$ cat src/design/clkgen_pkg.sv
// Clock generator package with command format, channel configuration and field widths
package clkgen_pkg;

    // Divisor width, counts i_clk cycles per half-period
    localparam int DIV_W = 16;

    // Channel index width, room for up to four channels
    localparam int CH_W = 2;

    // Command opcodes
    typedef enum logic [1:0] {
        OP_SET_DIV = 2'd0,
        OP_SET_CTL = 2'd1
    } cmd_op_e;

    // Control word carried in the payload, enable in bit 0
    typedef struct packed {
        logic [DIV_W-3:0] rsvd;
        logic             invert;
        logic             enable;
    } ctl_t;

    // Same 16 payload bits, read as a divisor or as control
    // depending on the opcode
    typedef union packed {
        logic [DIV_W-1:0] div;
        ctl_t             ctl;
    } cmd_payload_u;

    // One queued command
    typedef struct packed {
        cmd_op_e          op;
        logic [CH_W-1:0]  ch;
        cmd_payload_u     payload;
    } cmd_t;

    // Live configuration of one divider channel
    typedef struct packed {
        logic [DIV_W-1:0] div;
        logic             enable;
        logic             invert;
    } chan_cfg_t;

endpackage

$ cat src/design/cmd_fifo.sv
// Command queue with credit return per pop and a sticky overflow flag
`timescale 1ns/1ps

module cmd_fifo #(
    parameter int CMD_DEPTH = 4
) (
    input  logic             i_clk,
    input  logic             i_rst_n,
    input  logic             i_cmd_valid,
    input  clkgen_pkg::cmd_t i_cmd,
    input  logic             i_pop,
    output clkgen_pkg::cmd_t o_head,
    output logic             o_not_empty,
    output logic             o_credit,
    output logic             o_overflow
);

    localparam int PTR_W = (CMD_DEPTH > 1) ? $clog2(CMD_DEPTH) : 1;
    localparam int CNT_W = $clog2(CMD_DEPTH + 1);

    clkgen_pkg::cmd_t mem [CMD_DEPTH];

    logic [PTR_W-1:0] wr_ptr;
    logic [PTR_W-1:0] rd_ptr;
    logic [CNT_W-1:0] count;
    logic             full;
    logic             wr_en;
    logic             rd_en;

    // Circular pointer advance
    function automatic logic [PTR_W-1:0] ptr_inc(input logic [PTR_W-1:0] p);
        ptr_inc = (p == PTR_W'(CMD_DEPTH - 1)) ? '0 : p + PTR_W'(1);
    endfunction

    assign full        = (count == CNT_W'(CMD_DEPTH));
    assign o_not_empty = (count != '0);
    // A write into a full queue is lost
    assign wr_en       = i_cmd_valid & ~full;
    assign rd_en       = i_pop & o_not_empty;
    assign o_head      = mem[rd_ptr];

    always_ff @(posedge i_clk) begin
        if (wr_en) begin
            mem[wr_ptr] <= i_cmd;
        end
    end

    always_ff @(posedge i_clk or negedge i_rst_n) begin
        if (!i_rst_n) begin
            wr_ptr     <= '0;
            rd_ptr     <= '0;
            count      <= '0;
            o_credit   <= 1'b0;
            o_overflow <= 1'b0;
        end else begin
            if (wr_en) begin
                wr_ptr <= ptr_inc(wr_ptr);
            end
            if (rd_en) begin
                rd_ptr <= ptr_inc(rd_ptr);
            end
            case ({wr_en, rd_en})
                2'b10:   count <= count + CNT_W'(1);
                2'b01:   count <= count - CNT_W'(1);
                default: count <= count;
            endcase
            // One credit back for every command taken
            o_credit <= rd_en;
            if (i_cmd_valid && full) begin
                o_overflow <= 1'b1;
            end
        end
    end

endmodule

$ cat src/design/clkgen_regs.sv
// Command decoder holding per-channel divisor, enable and polarity with deferred divisor updates
`timescale 1ns/1ps

module clkgen_regs #(
    parameter int NUM_CH = 4
) (
    input  logic                               i_clk,
    input  logic                               i_rst_n,
    input  clkgen_pkg::cmd_t                   i_head,
    input  logic                               i_not_empty,
    output logic                               o_pop,
    output clkgen_pkg::chan_cfg_t [NUM_CH-1:0] o_cfg,
    input  logic [NUM_CH-1:0]                  i_toggle
);

    localparam logic [clkgen_pkg::DIV_W-1:0] DIV_RST = 1;

    logic [NUM_CH-1:0]        pend;
    clkgen_pkg::cmd_payload_u payload;
    logic                     is_div;
    logic                     is_ctl;

    assign payload = i_head.payload;
    assign is_div  = (i_head.op == clkgen_pkg::OP_SET_DIV);
    assign is_ctl  = (i_head.op == clkgen_pkg::OP_SET_CTL);

    // Queue is held while any channel still waits for its toggle
    assign o_pop = i_not_empty & ~(|pend);

    for (genvar g = 0; g < NUM_CH; g++) begin : g_ch
        clkgen_pkg::chan_cfg_t        cfg_q;
        logic                         pend_q;
        logic [clkgen_pkg::DIV_W-1:0] pend_div;
        logic                         hit;

        // Out-of-range channel indices match no entry and are dropped
        assign hit = o_pop & (int'(i_head.ch) == g);

        // Divisor waiting for the channel's next edge
        always_ff @(posedge i_clk) begin
            if (hit && is_div) begin
                pend_div <= payload.div;
            end
        end

        always_ff @(posedge i_clk or negedge i_rst_n) begin
            if (!i_rst_n) begin
                cfg_q  <= '{div: DIV_RST, enable: 1'b0, invert: 1'b0};
                pend_q <= 1'b0;
            end else if (hit && is_div) begin
                // Running channel waits for a toggle, an idle one takes it now
                if (cfg_q.enable) begin
                    pend_q <= 1'b1;
                end else begin
                    cfg_q.div <= payload.div;
                end
            end else if (hit && is_ctl) begin
                // Reserved control bits are ignored
                cfg_q.enable <= payload.ctl.enable;
                cfg_q.invert <= payload.ctl.invert;
            end else if (pend_q && i_toggle[g]) begin
                cfg_q.div <= pend_div;
                pend_q    <= 1'b0;
            end
        end

        assign o_cfg[g] = cfg_q;
        assign pend[g]  = pend_q;
    end

endmodule

$ cat src/design/clk_divider.sv
// Programmable divider channel, two-stage compare pipeline producing a square wave
`timescale 1ns/1ps

module clk_divider #(
    parameter int DIV_W = clkgen_pkg::DIV_W
) (
    input  logic                  i_clk,
    input  logic                  i_rst_n,
    input  clkgen_pkg::chan_cfg_t i_cfg,
    output logic                  o_toggle,
    output logic                  o_clk
);

    // Stage 1 copy of the configuration
    logic [DIV_W-1:0] div_q;
    logic             en_q;
    logic             inv_q;

    // Stage 2 counter and terminal count
    logic [DIV_W-1:0] cnt_q;
    logic [DIV_W-1:0] cnt_nxt;
    logic [DIV_W-1:0] div_m1;
    logic             tc_q;

    logic             flip;
    logic             phase_q;
    logic             phase_nxt;

    always_ff @(posedge i_clk or negedge i_rst_n) begin
        if (!i_rst_n) begin
            div_q <= DIV_W'(1);
            en_q  <= 1'b0;
            inv_q <= 1'b0;
        end else begin
            div_q <= i_cfg.div;
            en_q  <= i_cfg.enable;
            inv_q <= i_cfg.invert;
        end
    end

    // Divisor 0 behaves as 1
    assign div_m1 = (div_q == '0) ? '0 : div_q - DIV_W'(1);

    assign flip    = tc_q & en_q;
    assign cnt_nxt = flip ? '0 : cnt_q + DIV_W'(1);

    // Compare on the next count so tc_q lines up with the count reaching D-1
    always_ff @(posedge i_clk or negedge i_rst_n) begin
        if (!i_rst_n) begin
            cnt_q <= '0;
            tc_q  <= 1'b0;
        end else if (!en_q) begin
            cnt_q <= '0;
            tc_q  <= 1'b0;
        end else begin
            cnt_q <= cnt_nxt;
            tc_q  <= (cnt_nxt >= div_m1);
        end
    end

    // Phase returns to 0 whenever the channel is off
    assign phase_nxt = en_q & (phase_q ^ flip);

    always_ff @(posedge i_clk or negedge i_rst_n) begin
        if (!i_rst_n) begin
            phase_q <= 1'b0;
            o_clk   <= 1'b0;
        end else begin
            phase_q <= phase_nxt;
            o_clk   <= phase_nxt ^ inv_q;
        end
    end

    // High in the cycle whose closing edge flips the phase
    assign o_toggle = flip;

endmodule

$ cat src/design/clkgen_top.sv
// Clock-enable generator top with command queue, register block and divider channels
`timescale 1ns/1ps

module clkgen_top #(
    parameter int NUM_CH    = 4,
    parameter int CMD_DEPTH = 4
) (
    input  logic              i_clk,
    input  logic              i_rst_n,
    input  logic              i_cmd_valid,
    input  clkgen_pkg::cmd_t  i_cmd,
    output logic              o_credit,
    output logic              o_overflow,
    output logic [NUM_CH-1:0] o_clk
);

    clkgen_pkg::cmd_t                   head;
    logic                               not_empty;
    logic                               pop;
    clkgen_pkg::chan_cfg_t [NUM_CH-1:0] cfg;
    logic [NUM_CH-1:0]                  toggle;

    cmd_fifo #(
        .CMD_DEPTH (CMD_DEPTH)
    ) u_fifo (
        .i_clk       (i_clk),
        .i_rst_n     (i_rst_n),
        .i_cmd_valid (i_cmd_valid),
        .i_cmd       (i_cmd),
        .i_pop       (pop),
        .o_head      (head),
        .o_not_empty (not_empty),
        .o_credit    (o_credit),
        .o_overflow  (o_overflow)
    );

    clkgen_regs #(
        .NUM_CH (NUM_CH)
    ) u_regs (
        .i_clk       (i_clk),
        .i_rst_n     (i_rst_n),
        .i_head      (head),
        .i_not_empty (not_empty),
        .o_pop       (pop),
        .o_cfg       (cfg),
        .i_toggle    (toggle)
    );

    // One divider per channel
    for (genvar g = 0; g < NUM_CH; g++) begin : g_div
        clk_divider #(
            .DIV_W (clkgen_pkg::DIV_W)
        ) u_div (
            .i_clk    (i_clk),
            .i_rst_n  (i_rst_n),
            .i_cfg    (cfg[g]),
            .o_toggle (toggle[g]),
            .o_clk    (o_clk[g])
        );
    end

endmodule

$ cat config.mk
export PLATFORM = sky130hd
export DESIGN_NAME = clkgen_top
export DESIGN_NICKNAME = d
export VERILOG_FILES = /design/src/design/clkgen_pkg.sv /design/src/design/cmd_fifo.sv /design/src/design/clkgen_regs.sv /design/src/design/clk_divider.sv /design/src/design/clkgen_top.sv
export SDC_FILE = /design/constraint.sdc
export NUM_CORES = 1
export LEC_CHECK = 0
export ABC_AREA = 1
export BUFFER_PORTS_ARGS = -buffer_cell sky130_fd_sc_hd__buf_4
export CAP_MARGIN = 10
export CORE_ASPECT_RATIO = 0.8
export CORE_MARGIN = 5
export CORE_UTILIZATION = 54
export DETAILED_ROUTE_END_ITERATION = 10
export PLACE_DENSITY = 0.72
export SYNTH_ARGS = -nofsm -noshare
export SYNTH_HDL_FRONTEND = slang
export SYNTH_SLANG_ARGS = --single-unit
export TNS_END_PERCENT = 30
$ cat constraint.sdc
create_clock -name i_clk -period 3 [get_ports i_clk]
set_input_delay 0.15 -clock i_clk [delete_from_list [all_inputs] [get_ports i_clk]]
set_output_delay 0.15 -clock i_clk [all_outputs]
set_load 0.03 [all_outputs]
Word level (Yosys, flattened, before mapping)
Memories as Yosys holds them, arrays and structs flattened.
Cells that the tools add are included.

operators by class
  mux-type cells = 53
  reductions and logical operators = 38
  equal/unequal tests = 21
  bitwise logic cells = 29
  magnitude comparators = 4
  add/subtract/negate cells = 12

operators with widths
  cell                                                                   count
  16-bit two-way mux                                                     28
  16-bit by 1-bit adder with 16-bit output, second input constant        4
  16-bit greater-or-equal comparator                                     4
  16-bit logical NOT                                                     4
  16-bit by 1-bit subtractor with 16-bit output, second input constant   4
  3-bit AND reduction                                                    8
  1-bit two-way mux                                                      22
  2-bit by 1-bit != test with 1-bit output, second input constant        8
  1-bit AND                                                              15
  1-bit logical AND                                                      13
  2-bit equality test, second input constant                             5
  2-bit nonzero test                                                     5
  2-bit != test, second input constant                                   4
  2-bit AND reduction                                                    4
  1-bit XOR                                                              8
  2-bit by 1-bit equality test with 1-bit output, second input constant  3
  1-bit inverter                                                         6
  3-bit one-hot mux with 2 select lines                                  1
  2-bit by 1-bit adder with 2-bit output, second input constant          2
  2-bit logical NOT                                                      2
  2-bit two-way mux                                                      2
  4-bit OR reduction                                                     1
  3-bit by 1-bit adder with 3-bit output, second input constant          1
  3-bit equality test, second input constant                             1
  other kinds (2)                                                        2

word-level totals
  memories = 1
  output and inout port bits = 6
  register bits after elaboration = 297
  memory bits (writable) = 80

memory list
  name        words  width  read ports  clocked after memory_dff  write ports  RTL line        RTL
  u_fifo.mem  4      20     1           0                         1            cmd_fifo.sv:21  clkgen_pkg::cmd_t mem [CMD_DEPTH];

Longest topological paths before layout
  word-level depth = 7
  depth in mapped cells = 20
  mapped depth without buffers = 20

By module
Synthesis repeated with hierarchy kept, for this count alone.

second synthesis, totals
  cells, all modules = 2,216
  area total of the unflattened synthesis = 19,620.1 µm²

by module, submodules not included
  module       area each (µm²)  seq. area each (µm²)  cells each  instances
  clk_divider  2,452.4          927.1                 323         4
  clkgen_regs  6,070.8          3,828.7               628         1
  cmd_fifo     3,739.8          2,627.5               296         1

Worst setup path before layout
No wires, ideal clock.

  path kind = reg2reg
  start point = register g_div[2].u_div.div_q[2]
  end point = register g_div[2].u_div.tc_q
  required time = 2,887 ps
  arrival time = 2,280 ps
  cell stages (with the launch flop) = 16
  path slack = 607 ps
  period minus slack after synthesis = 2,393 ps
  cells stage by stage = dfrtp_1 -> nor2_1 -> nand3_1 -> nor3_1 -> nand3_1 -> nor2_1 -> nand2_1 -> nand2_1 -> nand3_1 -> ha_1 -> a21oi_1 -> o21ai_0 -> a21oi_1 -> nand3_1 -> nand2_1 -> inv_1

between the ends
  longest elaborated chain between the ends = 4
  elaborated cells on any way between the ends = 5
  classes of those cells = add/sub (1); order compare (1); mux (2); reduce/logical (1)

RTL lines
  element                                                                                     RTL line           RTL
  start: declaration                                                                          clk_divider.sv:15  logic [DIV_W-1:0] div_q;
  start signal: assignment                                                                    clk_divider.sv:35  div_q <= i_cfg.div;
  16-bit by 1-bit subtractor with 16-bit output / 16-bit logical NOT (equally long branches)  clk_divider.sv:42  assign div_m1 = (div_q == '0) ? '0 : div_q - DIV_W'(1);
  16-bit two-way mux *                                                                        clk_divider.sv:42
  16-bit greater-or-equal comparator *                                                        clk_divider.sv:57  tc_q <= (cnt_nxt >= div_m1);
  1-bit two-way mux *                                                                         clk_divider.sv:52  end else if (!en_q) begin
  end signal: assignment                                                                      clk_divider.sv:57
  end: declaration                                                                            clk_divider.sv:23  logic tc_q;

Mark *: on every way between the ends. The rest lies on a longest branch, timed or not.
A chain may end at the register's enable or synchronous reset.

Worst setup path in the final report
  start point = register g_div[1].u_div.div_q[0]
  end point = register g_div[1].u_div.tc_q

between the ends
  longest elaborated chain between the ends = 4
  elaborated cells on any way between the ends = 5
  classes of those cells = add/sub (1); order compare (1); mux (2); reduce/logical (1)

RTL lines
  element                                                                                     RTL line
  start: declaration                                                                          clk_divider.sv:15
  start signal: assignment                                                                    clk_divider.sv:35
  16-bit by 1-bit subtractor with 16-bit output / 16-bit logical NOT (equally long branches)  clk_divider.sv:42
  16-bit two-way mux *                                                                        clk_divider.sv:42
  16-bit greater-or-equal comparator *                                                        clk_divider.sv:57
  1-bit two-way mux *                                                                         clk_divider.sv:52
  end signal: assignment                                                                      clk_divider.sv:57
  end: declaration                                                                            clk_divider.sv:23

Marks and branches as above.

==> results.md <==
- Outcome: finished clean
- Synth unique cells: 43
- CTS tree: built
- Grt total ovfl: 0
- Synth Warn #: 0
- Crit share post-route: 88.0%
- Post-Synth Simple-Gate Area: about a quarter
- Area Overhead vs Synth: 12.3%
- Fillers: ~2700
- Final setup fails: 0
- TNS Setup: 0 ns
- Drt total wl: 39.3 mm
- Critical Path RT: between 3 and 4 ns
- Setup bufs post-CTS: 0
- Share of the yosys chip area belonging to registers: a little over half
- H-tree Lvls: 2
- Clk buf depth: 3
- Setup crit end kind: flop
- Num CTS Buffers: 38
- Max_slew headroom: a little under two fifths
- Layout cells sized above 1: a little under a tenth
- Wire per inst: approximately 15 um
- Total GRT Usage: roughly a fifth
- Asr flop ratio synth: around 62%
- Synthesized flop and latch total: around 380
- Pre-antenna DRT Iters: 6
- Achievable Freq: between 0.3 and 0.4 GHz
- Largest family of logic cells by synthesized area: simple AND/OR/NAND/NOR gates
- Peak VDD IR: ~0.63 mV
- Register area: between 10000 and 15000 um2
- Post-Syn Area: 18500 um2
- Vias: approximately 14000
- Final nets: around 2300
- First DRT Iteration DRCs: between 1000 and 1500
- DRC: 0
- Initial antenna violation count: 0
- Area occupied by multi-input gates: 7260 um2
- Core Area: about 34000 um2
- Top_reg_cell synth: dfrtp_1
- Number of synthesized flops with an enable pin: ~140
- Critical Path AT: between 3 and 4 ns
- RSZ-0062 raised after global routing: false
- Clk root buf: clkbuf_16
- Compound-Gate Fraction of Synth Area: under 10%
- Ant. Diodes: 0
- Critical path cell sequence: nor3_2, nand2_1, nor2_1, nand2_1, nor2_1, nand3_1, nand2_1, nand3_1, ha_1, nand2_1, inv_1, nand3_1, nor3_1, nand3_1, nand3_1, nand2_1, inv_1
- P_leak: 9.74 nW
- ANT nets after route: 0
- Clock sink count: around 380
- Power per cell area: approximately 950 nW/um2
- Gate Count Post-Synth: slightly above 2000
- Crit path launch type: flop
- CP max stage delay: 0.38 ns
- CP Buf/Inv Count: 2
- Final WS setup: roughly 0.36 ns
- Clk Latency, worst-skew pair: ~0.55 ns
- IO Count: 29
- Pin count of the biggest net entering global routing: roughly 110
- Final Wtd Congestion: about 0.87
- Pins Over Slew Limit: 0
- # Max-Cap Violations: 0
- Synthesized net count: roughly 2200
- I/O Buffers: 28
- Final Hold Vio Count: 0
- Slowest CP cell: dfstp_2
- Worst Setup Path Type: flop to flop
- Synth Area in XOR/XNOR: about 1.6%
- Initial Util: 54.9%
- Post-DP HPWL: around 27 mm
- Clk slew on worst S/H paths: 0.06 ns
- Clk_skew: between 0.02 and 0.025 ns
- Total Power: roughly 20 mW
- Via density per instance: ~5.3
- Fin util: between 60 and 70%
- Vert. Die Dim: about 180 um
- Proportion of synthesized area in mux cells: 0%
- Width of the chip: between 200 and 250 um
- CP Max Fanout: 4
- Post-Place Worst Slack: around 0.28 ns
- Adder-Cell Fraction of Synth Area: about 5.7%
- Final min period: between 2 and 3 ns
- Worst path top cell family by delay: simple AND/OR/NAND/NOR gates
- Die Area: 38100 um2
- Least-Margin Pin Slew: between 0.9 and 1 ns
- Tightest Hold Check Type: primary input to asynchronous set/reset pin
- Vias in the first global route: 13600
- Syn_area_per_cell: 8.91 um2
- Row count: 60
- First-pass GRT wire length: between 60 and 70 mm
[synth_stat cells (all sizes together), types with 26 or more instances]
cell    instances  area share, %
inv           207            4.2
clkbuf         29           0.59
nand3         106            3.2
o21ai         128            3.6
a21oi          54            1.5
nor4           32            1.1
xor2           29            1.4
nor3           74            2.0
ha             82            5.5
dfrtp         225             30
nand2         621             13
buf            26            1.1
nor2          225            4.9
edfxtp        144             23
[report_power, final]
part	total, mW	switching, mW	internal [mW]
clock network	4.77	1.99	2.78
registers	7.78	0.839	6.94
logic	7.13	4.79	2.35
total	19.7	7.61	12.1
[repair_timing]
item	CTS	global route
hold buffers	22	0
hold endpoints to repair	177	0
setup endpoints to repair	0	2
resized for setup	0	4
[cells in the final DEF (no fill, tap or decap), types with 7 or more instances in the layout]
cell type      synthesis  layout
buf_4                 11      60
nand2_2               12      12
nand2_1              608     608
dlygate4sd3_1          0      22
nand3_1              100     100
clkbuf_16              0      40
or2_2                 17      17
a21oi_1               54      54
edfxtp_1             144     144
ha_1                  82      82
dfstp_2                8       8
clkinv_2               0       7
dfrtp_1              225     225
inv_2                  8       8
nor2_1               214     210
inv_1                199     199
nand4_1               24      24
nor4_1                32      32
xor2_1                29      29
o21ai_0              125     125
clkbuf_1              29       7
o22ai_1               14      14
nor2_2                 5       9
nor3_1                73      72
[state kept, by name, indices dropped and copies added, names as in the netlist]
register and count:
g_div.u_div.phase_q 4, g_div.u_div.en_q 4, u_fifo.rd_ptr 2, u_fifo.count 3, u_fifo.o_credit 1, g_div.u_div.cnt_q 64, u_fifo.wr_ptr 2, u_regs.o_cfg 72
u_fifo.mem 80, u_regs.g_ch.pend_q 4, g_div.u_div.o_clk 4, g_div.u_div.tc_q 4, g_div.u_div.div_q 64, u_regs.g_ch.pend_div 64, u_fifo.o_overflow 1, g_div.u_div.inv_q 4
[routing by layer]
metal  wire length [um]  GRT usage [%]  vias to the layer above  part of all wire, %
met5                  0              0                        -                    0
met4                861           5.40                        0                  2.2
met3               1890           2.86                       66                  4.8
met2              17600           33.6                      337                   45
met1              18900           31.2                     6570                   48
li1                   -              -                     6972                    -
[final cells by class]
cell class	instances	area share, %
flip-flops and latches	377	48.9
multi-input cells	1437	35.0
clock buffers	54	5.35
inverters	208	3.76
repair buffers	86	3.59
well taps	434	2.61
clock inverters	15	0.765
[through the flow]
| step | hold slack (ns) | cells | instance area, um2 |
|---|---|---|---|
| after floorplan | -0.146 | 2077 | 18500 |
| after global placement | 0.251 | 2520 | 19300 |
| after detailed placement | 0.267 | 2520 | 19300 |
| after CTS | 0.294 | 2611 | 20800 |
| after global routing | 0.337 | 2611 | 20800 |
| final | 0.260 | 2611 | 20800 |
[logic make-up (layout without fill, tap and decap cells)]
logic type,Yosys count,after routing
XOR/XNOR,33,33
adder cells (fa/ha/maj),83,83
AND/OR/NAND/NOR,1104,1104
AO/OA/AOI/OAI,217,217
flip-flops,377,377
buffers and inverters,263,363
[worst paths after layout]
kind | from | cells past startpoint | slack (ns) | end
max | g_div[1].u_div.div_q[0]$_DFF_PN1_ | 17 | 0.36 | g_div[1].u_div.tc_q$_DFF_PN0_
min | i_rst_n | 2 | 0.26 | g_div[1].u_div.cnt_q[3]$_DFF_PN0_
max reg2reg | g_div[1].u_div.div_q[0]$_DFF_PN1_ | 17 | 0.36 | g_div[1].u_div.tc_q$_DFF_PN0_
min reg2reg | u_regs.o_cfg[20]$_DFFE_PN1P_ | 0 | 0.36 | g_div[1].u_div.div_q[0]$_DFF_PN1_
max in group asynchronous | i_rst_n | 3 | 1.91 | g_div[1].u_div.phase_q$_DFF_PN0_
min in group i_clk | i_cmd[5] | 2 | 0.34 | u_fifo.mem[0][5]$_DFFE_PP_
(Power assumes the default switching activity.)
